### src/verilog/mbx_config.svh
// Memory buffer word count, index width and diagnostic readout widths

`ifndef MBX_CONFIG_SVH
`define MBX_CONFIG_SVH

// Number of words held in the memory buffer
`define MBX_WORDS 4

// Width of a buffer word address
`define MBX_IDX_W 2

// Diagnostic select and readout lane
`define MBX_DIAG_SEL_W 3
`define MBX_DIAG_W 4

`endif
### src/verilog/mbxBufferPkg.sv
// Buffer word mask, word index, MB input source, data code and slot status types

`include "mbx_config.svh"

package mbxBufferPkg;

  // One bit per buffer word, bit 0 drains first
  typedef logic [`MBX_WORDS-1:0] mbWordMaskT;

  typedef logic [`MBX_IDX_W-1:0] mbWordIdxT;

  // MB input select encoding
  typedef enum logic [2:0] {
    cacheData = 3'd0,
    arData    = 3'd2,
    chanData  = 3'd3,
    memData   = 3'd4,
    ccwData   = 3'd6
  } mbSourceT;

  // Where the word data came from
  typedef enum logic [1:0] {
    codeCache = 2'd0,
    codeAr    = 2'd1,
    codeMem   = 2'd2,
    codeExt   = 2'd3
  } mbDataCodeT;

  // Slot status, one nibble per word
  typedef union packed {
    logic [3:0] raw;
    struct packed {
      logic       pending;
      logic       parity;
      mbDataCodeT dataCode;
    } fields;
  } mbSlotT;

endpackage

### src/verilog/mbxDiagPkg.sv
// Diagnostic select encoding and diagnostic lane type

`include "mbx_config.svh"

package mbxDiagPkg;

  //////////////////////////////////////////////////
  // Diagnostic select
  //  0..3  raw status nibble of one slot
  //  4     pending mask
  //  5     drain select and memory request
  //  6     memory read request mask
  //  7     nothing, lane reads zero
  //////////////////////////////////////////////////
  typedef enum logic [`MBX_DIAG_SEL_W-1:0] {
    slot0      = 3'd0,
    slot1      = 3'd1,
    slot2      = 3'd2,
    slot3      = 3'd3,
    pendMask   = 3'd4,
    drainState = 3'd5,
    rdMask     = 3'd6,
    idle       = 3'd7
  } diagSelT;

  // Lane driven onto the diagnostic bus
  typedef logic [`MBX_DIAG_W-1:0] diagWordT;

endpackage

### src/verilog/mbxDiagRead.sv
// Diagnostic readout: 8-way mux of buffer state onto the diagnostic lane

`timescale 1ns/1ps
`include "mbx_config.svh"

module mbxDiagRead
  import mbxBufferPkg::*;
  import mbxDiagPkg::*;
(
  input  logic                    diagEn,
  input  diagSelT                 diagSel,
  input  mbSlotT [`MBX_WORDS-1:0] slots,
  input  mbWordMaskT              pending,
  input  mbWordMaskT              memRdMask,
  input  mbWordIdxT               mbSel,
  input  logic                    memReq,
  output diagWordT                diagData
);

  diagWordT laneMux;

  always_comb begin
    case (diagSel)
      slot0:      laneMux = slots[0].raw;
      slot1:      laneMux = slots[1].raw;
      slot2:      laneMux = slots[2].raw;
      slot3:      laneMux = slots[3].raw;
      pendMask:   laneMux = pending;
      // Select on top, request below it, low bit unused
      drainState: laneMux = {mbSel, memReq, 1'b0};
      rdMask:     laneMux = memRdMask;
      idle:       laneMux = '0;
      default:    laneMux = '0;
    endcase
  end

  // Lane is quiet unless a diagnostic read is in progress
  assign diagData = diagEn ? laneMux : '0;

endmodule

### src/verilog/mbxDrainSelect.sv
// Drain selector: lowest pending word to memory, held while memory is busy

`timescale 1ns/1ps
`include "mbx_config.svh"

module mbxDrainSelect
  import mbxBufferPkg::*;
(
  input  logic       clk,
  input  logic       rstN,
  input  mbWordMaskT pending,
  input  logic       memBusy,
  input  logic       memAck,
  output mbWordIdxT  mbSel,
  output logic       memReq,
  output mbWordMaskT clrMask
);

  mbWordIdxT nextSel;

  // Lowest index wins, zero when nothing waits
  always_comb begin
    nextSel = '0;
    for (int i = `MBX_WORDS - 1; i >= 0; i--) begin
      if (pending[i]) begin
        nextSel = mbWordIdxT'(i);
      end
    end
  end

  //////////////////////////////////////////////////
  // Select register
  //////////////////////////////////////////////////

  // Busy memory holds the select; loads keep piling up behind it
  always_ff @(posedge clk or negedge rstN) begin
    if (!rstN) begin
      mbSel <= '0;
    end else if (!memBusy) begin
      mbSel <= nextSel;
    end
  end

  assign memReq = |pending;

  // Ack retires the selected word
  assign clrMask = (memAck && pending[mbSel]) ? (mbWordMaskT'(1) << mbSel) : '0;

  selHeldWhileBusy: assert property (
    @(posedge clk) disable iff (!rstN)
    memBusy |=> $stable(mbSel)
  ) else $error("drain select moved while memory busy");

  clrOneHot: assert property (
    @(posedge clk) disable iff (!rstN)
    $onehot0(clrMask)
  ) else $error("more than one word cleared at once");

endmodule

### src/verilog/mbxMemBuffer.sv
// Memory buffer top level: request producer, slot status, drain select and diag readout

`timescale 1ns/1ps
`include "mbx_config.svh"

module mbxMemBuffer
  import mbxBufferPkg::*;
  import mbxDiagPkg::*;
(
  input  logic       clk,
  input  logic       rstN,
  input  logic       coreWdStrobe,
  input  mbWordIdxT  coreAdr,
  input  logic       cacheLoad,
  input  mbWordMaskT cacheWdMask,
  input  mbWordMaskT wdNeeded,
  input  logic       parBitIn,
  input  mbSourceT   mbInSel,
  input  logic       readRq,
  input  logic       oneWordRd,
  input  mbWordMaskT cshWdVal,
  input  mbWordIdxT  rdAdr,
  input  logic       memBusy,
  input  logic       memAck,
  input  logic       diagEn,
  input  diagSelT    diagSel,
  output mbWordIdxT  mbSel,
  output logic       memReq,
  output mbWordMaskT memRdMask,
  output diagWordT   diagData
);

  mbWordMaskT              wdLoad;
  logic                    loadPar;
  mbSourceT                loadSource;
  mbWordMaskT              pending;
  mbSlotT [`MBX_WORDS-1:0] slots;
  mbWordMaskT              clrMask;

  //////////////////////////////////////////////////
  // Load side
  //////////////////////////////////////////////////

  mbxWordRequest mbxWordRequest_i (
    .clk          (clk),
    .rstN         (rstN),
    .coreWdStrobe (coreWdStrobe),
    .cacheLoad    (cacheLoad),
    .readRq       (readRq),
    .oneWordRd    (oneWordRd),
    .coreAdr      (coreAdr),
    .rdAdr        (rdAdr),
    .cacheWdMask  (cacheWdMask),
    .wdNeeded     (wdNeeded),
    .cshWdVal     (cshWdVal),
    .parBitIn     (parBitIn),
    .mbInSel      (mbInSel),
    .wdLoad       (wdLoad),
    .loadPar      (loadPar),
    .loadSource   (loadSource),
    .memRdMask    (memRdMask)
  );

  mbxSlotStatus mbxSlotStatus_i (
    .clk        (clk),
    .rstN       (rstN),
    .wdLoad     (wdLoad),
    .clrMask    (clrMask),
    .loadPar    (loadPar),
    .loadSource (loadSource),
    .pending    (pending),
    .slots      (slots)
  );

  //////////////////////////////////////////////////
  // Drain and diagnostics
  //////////////////////////////////////////////////

  mbxDrainSelect mbxDrainSelect_i (
    .clk     (clk),
    .rstN    (rstN),
    .pending (pending),
    .memBusy (memBusy),
    .memAck  (memAck),
    .mbSel   (mbSel),
    .memReq  (memReq),
    .clrMask (clrMask)
  );

  mbxDiagRead mbxDiagRead_i (
    .diagEn    (diagEn),
    .diagSel   (diagSel),
    .slots     (slots),
    .pending   (pending),
    .memRdMask (memRdMask),
    .mbSel     (mbSel),
    .memReq    (memReq),
    .diagData  (diagData)
  );

endmodule

### src/verilog/mbxSlotStatus.sv
// Four-slot buffer status: pending, parity and data code per word

`timescale 1ns/1ps
`include "mbx_config.svh"

module mbxSlotStatus
  import mbxBufferPkg::*;
(
  input  logic                        clk,
  input  logic                        rstN,
  input  mbWordMaskT                  wdLoad,
  input  mbWordMaskT                  clrMask,
  input  logic                        loadPar,
  input  mbSourceT                    loadSource,
  output mbWordMaskT                  pending,
  output mbSlotT [`MBX_WORDS-1:0]     slots
);

  mbWordMaskT pendingQ;
  mbWordMaskT parQ;
  mbDataCodeT codeQ [`MBX_WORDS];
  mbDataCodeT loadCode;

  // Source to data code
  always_comb begin
    case (loadSource)
      cacheData: loadCode = codeCache;
      arData:    loadCode = codeAr;
      memData:   loadCode = codeMem;
      chanData:  loadCode = codeExt;
      ccwData:   loadCode = codeExt;
      default:   loadCode = codeExt;
    endcase
  end

  //////////////////////////////////////////////////
  // Pending bits
  //////////////////////////////////////////////////

  // A load on the same edge as a clear keeps the word pending
  always_ff @(posedge clk or negedge rstN) begin
    if (!rstN) begin
      pendingQ <= '0;
    end else begin
      pendingQ <= (pendingQ & ~clrMask) | wdLoad;
    end
  end

  // Parity and code are written with each loaded word
  always_ff @(posedge clk) begin
    for (int i = 0; i < `MBX_WORDS; i++) begin
      if (wdLoad[i]) begin
        parQ[i]  <= loadPar;
        codeQ[i] <= loadCode;
      end
    end
  end

  assign pending = pendingQ;

  always_comb begin
    for (int i = 0; i < `MBX_WORDS; i++) begin
      slots[i].fields.pending  = pendingQ[i];
      slots[i].fields.parity   = parQ[i];
      slots[i].fields.dataCode = codeQ[i];
    end
  end

  // Drain side only ever acknowledges a word that is waiting
  clrOnlyPending: assert property (
    @(posedge clk) disable iff (!rstN)
    (clrMask & ~pendingQ) == '0
  ) else $error("clear of a word that is not pending");

endmodule

### src/verilog/mbxWordRequest.sv
// Word request producer: load mask with parity and source, memory read request mask

`timescale 1ns/1ps
`include "mbx_config.svh"

module mbxWordRequest
  import mbxBufferPkg::*;
(
  input  logic       clk,
  input  logic       rstN,
  input  logic       coreWdStrobe,
  input  logic       cacheLoad,
  input  logic       readRq,
  input  logic       oneWordRd,
  input  mbWordIdxT  coreAdr,
  input  mbWordIdxT  rdAdr,
  input  mbWordMaskT cacheWdMask,
  input  mbWordMaskT wdNeeded,
  input  mbWordMaskT cshWdVal,
  input  logic       parBitIn,
  input  mbSourceT   mbInSel,
  output mbWordMaskT wdLoad,
  output logic       loadPar,
  output mbSourceT   loadSource,
  output mbWordMaskT memRdMask
);

  mbWordMaskT coreWd;
  mbWordMaskT cacheWd;
  mbWordMaskT oneWd;
  mbWordMaskT rdMaskNext;

  // One-hot word mask from a word address
  function automatic mbWordMaskT decodeIdx(input mbWordIdxT idx);
    mbWordMaskT m;
    m = '0;
    m[idx] = 1'b1;
    return m;
  endfunction

  //////////////////////////////////////////////////
  // Load request
  //////////////////////////////////////////////////

  assign coreWd  = coreWdStrobe ? decodeIdx(coreAdr) : '0;
  // Cache only supplies the words the cycle asked for
  assign cacheWd = cacheLoad ? (cacheWdMask & wdNeeded) : '0;

  always_ff @(posedge clk or negedge rstN) begin
    if (!rstN) begin
      wdLoad <= '0;
    end else begin
      wdLoad <= coreWd | cacheWd;
    end
  end

  // Parity and source ride along with the load mask
  always_ff @(posedge clk) begin
    loadPar    <= parBitIn;
    loadSource <= mbInSel;
  end

  //////////////////////////////////////////////////
  // Memory read request
  //////////////////////////////////////////////////

  assign oneWd = decodeIdx(rdAdr);

  always_comb begin
    if (oneWordRd) begin
      rdMaskNext = oneWd;
    end else if (readRq) begin
      // Words the cache cannot supply
      rdMaskNext = ~cshWdVal & wdNeeded;
    end else begin
      rdMaskNext = '0;
    end
  end

  always_ff @(posedge clk or negedge rstN) begin
    if (!rstN) begin
      memRdMask <= '0;
    end else begin
      memRdMask <= rdMaskNext;
    end
  end

endmodule

### config.mk
export PLATFORM = sky130hd
export DESIGN_NAME = mbxMemBuffer
export DESIGN_NICKNAME = d
export VERILOG_FILES = /design/src/verilog/mbxBufferPkg.sv /design/src/verilog/mbxDiagPkg.sv /design/src/verilog/mbxDiagRead.sv /design/src/verilog/mbxDrainSelect.sv /design/src/verilog/mbxMemBuffer.sv /design/src/verilog/mbxSlotStatus.sv /design/src/verilog/mbxWordRequest.sv
export VERILOG_INCLUDE_DIRS = /design/src /design/src/verilog
export SDC_FILE = /design/constraint.sdc
export NUM_CORES = 1
export LEC_CHECK = 0
export BUFFER_PORTS_ARGS = -buffer_cell sky130_fd_sc_hd__buf_2
export CAP_MARGIN = 25
export CORE_AREA = 2 2 58 60
export DETAILED_ROUTE_END_ITERATION = 6
export DIE_AREA = 0 0 60 62
export PLACE_DENSITY = 0.72
export SETUP_SLACK_MARGIN = 0.1
export SYNTH_ARGS = -nofsm -noshare
export SYNTH_HDL_FRONTEND = slang
export SYNTH_SLANG_ARGS = --single-unit
export TNS_END_PERCENT = 10
### constraint.sdc
create_clock -name clk -period 1.4 [get_ports clk]
set_input_delay 0.07 -clock clk [delete_from_list [all_inputs] [get_ports clk]]
set_output_delay 0.07 -clock clk [all_outputs]
set_load 0.01 [all_outputs]
==> flow_summary.yaml <==
outcome:
  status: "finished with violations"
  violations: "negative setup slack"
route:
  routedWlPerCell_um: 13.6
  viasPerCell: 4.95
  first_pass_iters: 4
  drt-initial-drc-count: 61
  postRouteAntennaNets: 0
  vias: 1094
  drc: 0
  wl_um: 3000
synth:
  synth_edf_count: 12
  synth.top_cell.area_share: 0.271
  async_flop_share: 0.467
  synth-seq-area-share: 0.596
  synth_cell_types: 34
  synth_area_leaders: "edfxtp_1 (27%), dfrtp_1 (26%), dfxtp_1 (6.0%)"
  synth_area_um2: 1330
  postSynthAreaPerCell_um2: 12.6
  ys_warn_count: 0
  ys_ff_latch: 30
  syn-num-nets: 137
  synth_top_area_cell: "edfxtp_1"
  synthFlopType: "dfrtp_1"
  synth_cells: 105
floorplan:
  fp-row-count: 21
  fp.dieH_um: 62
  io_pins: 43
  start_util: 0.418
  coreArea_um2: 3180
  die_w_um: 60
  dieArea_um2: 3720
final_layout:
  final_cells: 221
  layout-drive-gt1-share: 0.406
  antenna_cells: 0
  area_growth_pct: 44.8
  nFillCells: 266
  nets: 206
pwr:
  p_leak_nw: 0.873
  peakVddDrop_v: 0.000585
  finalPower_mw: 2.54
  power.density_nw_per_um2: 1320
clock_tree:
  cts_tree: "yes"
  h-tree-depth: 2
  clock-sinks: 30
  root_buffer: "clkbuf_4"
  clkLatencyLatePin_ps: 330
  cts_buffers: 5
  clk_pin_slew_ps: 100
  cts_max_path_buffers: 2
timing:
  setup_ws_ps: -424
  setup_viol: 5
  relSlewSlack: 0.789
  hold_violations: 0
  fin_crit_ps: 1820
  finalCritPeriodShare: 1.30
  rsz0062_at_grt: "yes"
  fmax_mhz: 548
  report.final.slew_viol_count: 0
  fin_skew_ps: 14.6
  whs_ps: 7.42
  worstMarginPinSlew_ps: 316
global_routing:
  overflow: 0
  grt_max_degree: 15
  antenna_found_initial: 0
  grt_pass1_wl_um: 4790
  grt_usage: 0.184
  grt_pass1_vias: 1052
hold_path:
  hp-class: "primary input to flip-flop"
job:
  maxCapViolCount: 0
placement:
  dpl.hpwl_um: 2170
  port_buffers: 42
  place_inst: 196
  gp_congestion: 0.829
  pre_cts_ws_ps: -64.9
critical_path:
  critPathCaptureType: "primary output"
  cp-start-kind: "flip-flop"
  path_max_fanout: 2
  critPathKind: "flip-flop to primary output"
  crit_arrival_ps: 1750
  cp.required_ps: 1330
flip-flops by register name (all words and copies together) (netlist names):
name and cells:
mbxWordRequest_i.memRdMask 4, mbxWordRequest_i.wdLoad 4, mbxSlotStatus_i.parQ 4, mbxDrainSelect_i.mbSel 2, mbxSlotStatus_i.pending 4, mbxSlotStatus_i.codeQ 8
mbxWordRequest_i.loadPar 1, mbxWordRequest_i.loadSource 3
power by group:
part	switching (mW)	leakage, nW	internal (mW)
Clock	0.289	0.0585	0.605
Combinational	0.251	0.490	0.295
Sequential	0.0764	0.324	1.03
metal layers:
metal	vias to the layer above	wire (µm)	GRT usage
met3	2	163	0.0704
met5	-	0	0
met2	45	1610	0.317
met1	508	1210	0.209
li1	539	-	-
met4	0	26	0.0698
worst max-delay path, cell delays in order, from the launching register on:
cell	delay [ps]
dfrtp_1	390
or4_4	540
o2bb2ai_2	130
o221a_1	230
buf_2	130
metrics by stage:
stage          area, µm²  utilization  setup TNS [ps]
2_1_floorplan       1330            -           -35.7
3_3_place_gp        1620        0.508           -51.7
5_1_grt             1920        0.604           -1480
6_report            1920        0.604           -1000
4_1_cts             1870        0.590            -940
3_5_place_dp        1620        0.508           -64.9
final timing paths:
check / cells past startpoint / to / from / slack (ps)
worst max-delay path: 4 / diagData[1] / mbxSlotStatus_i.pending[3]$_DFF_PN0_ / -420
worst min-delay path: 3 / mbxWordRequest_i.memRdMask[3]$_DFF_PN0_ / cshWdVal[3] / 7
worst max register to register: 2 / mbxSlotStatus_i.pending[0]$_DFF_PN0_ / mbxDrainSelect_i.mbSel[0]$_DFFE_PN0N_ / 160
worst min register to register: 0 / mbxSlotStatus_i.parQ[3]$_DFFE_PP_ / mbxWordRequest_i.loadPar$_DFF_P_ / 480
max in group asynchronous: 2 / mbxWordRequest_i.wdLoad[1]$_DFF_PN0_ / rstN / 980
min in group asynchronous: 2 / mbxWordRequest_i.memRdMask[2]$_DFF_PN0_ / rstN / 170
cells by family (layout without fill, tap and decap cells):
logic type	count (synthesis)	count (layout)	synth area share
compound gates	28	28	0.164
flops	30	30	0.596
mux	8	8	0.0603
simple gates	32	32	0.151
buf+inv	7	77	0.0292
cell type report:
class / instances / area, µm² / area share
tap: 46 / 57.6 / 0.0299
multi-input combinational: 68 / 513 / 0.267
inverter: 4 / 15.0 / 0.00781
sequential: 30 / 791 / 0.411
timing repair buffer: 65 / 434 / 0.226
clock buffer: 6 / 51.3 / 0.0267
clock inverter: 2 / 60.1 / 0.0313
synthesized netlist by cell type, types with 2 or more instances:
library cell,count
dfrtp_1,14
edfxtp_1,12
mux2i_1,8
nand2_1,6
nand3b_1,6
o21ai_0,6
dfxtp_1,4
inv_1,4
nand3_1,4
nor3b_1,4
a21oi_1,3
nor2_1,3
a211oi_1,2
a21o_1,2
a32o_1,2
buf_2,2
o211a_1,2
o21a_1,2
o221ai_1,2
o31ai_1,2
or2_2,2
layout by cell type, fill, tap and decap left out, types with 2 or more instances in the layout:
master,n
edfxtp_1,12
or2_2,2
buf_6,3
a21oi_1,3
a21o_1,2
nand3_1,4
o21ai_0,6
dlygate4sd3_1,15
inv_1,4
o221ai_1,2
nor2_1,3
o211a_1,2
dfrtp_1,14
buf_2,41
a32o_1,2
nor3b_2,3
dfxtp_1,4
nand3b_1,6
a211oi_1,2
mux2i_1,8
o21a_1,2
nand2_1,6
clkbuf_4,5
o31ai_1,2
bufinv_16,2
buf_4,6
repair_timing:
item | CTS | global route
hold buffers | 11 | 4
gates resized for setup | 6 | 0
endpoints found under the setup margin | 5 | 5
buffers inserted | 1 | 1
pin swaps | 3 | 0
hold endpoints to repair | 25 | 3
No activity file was read; power rests on OpenSTA's default activity.
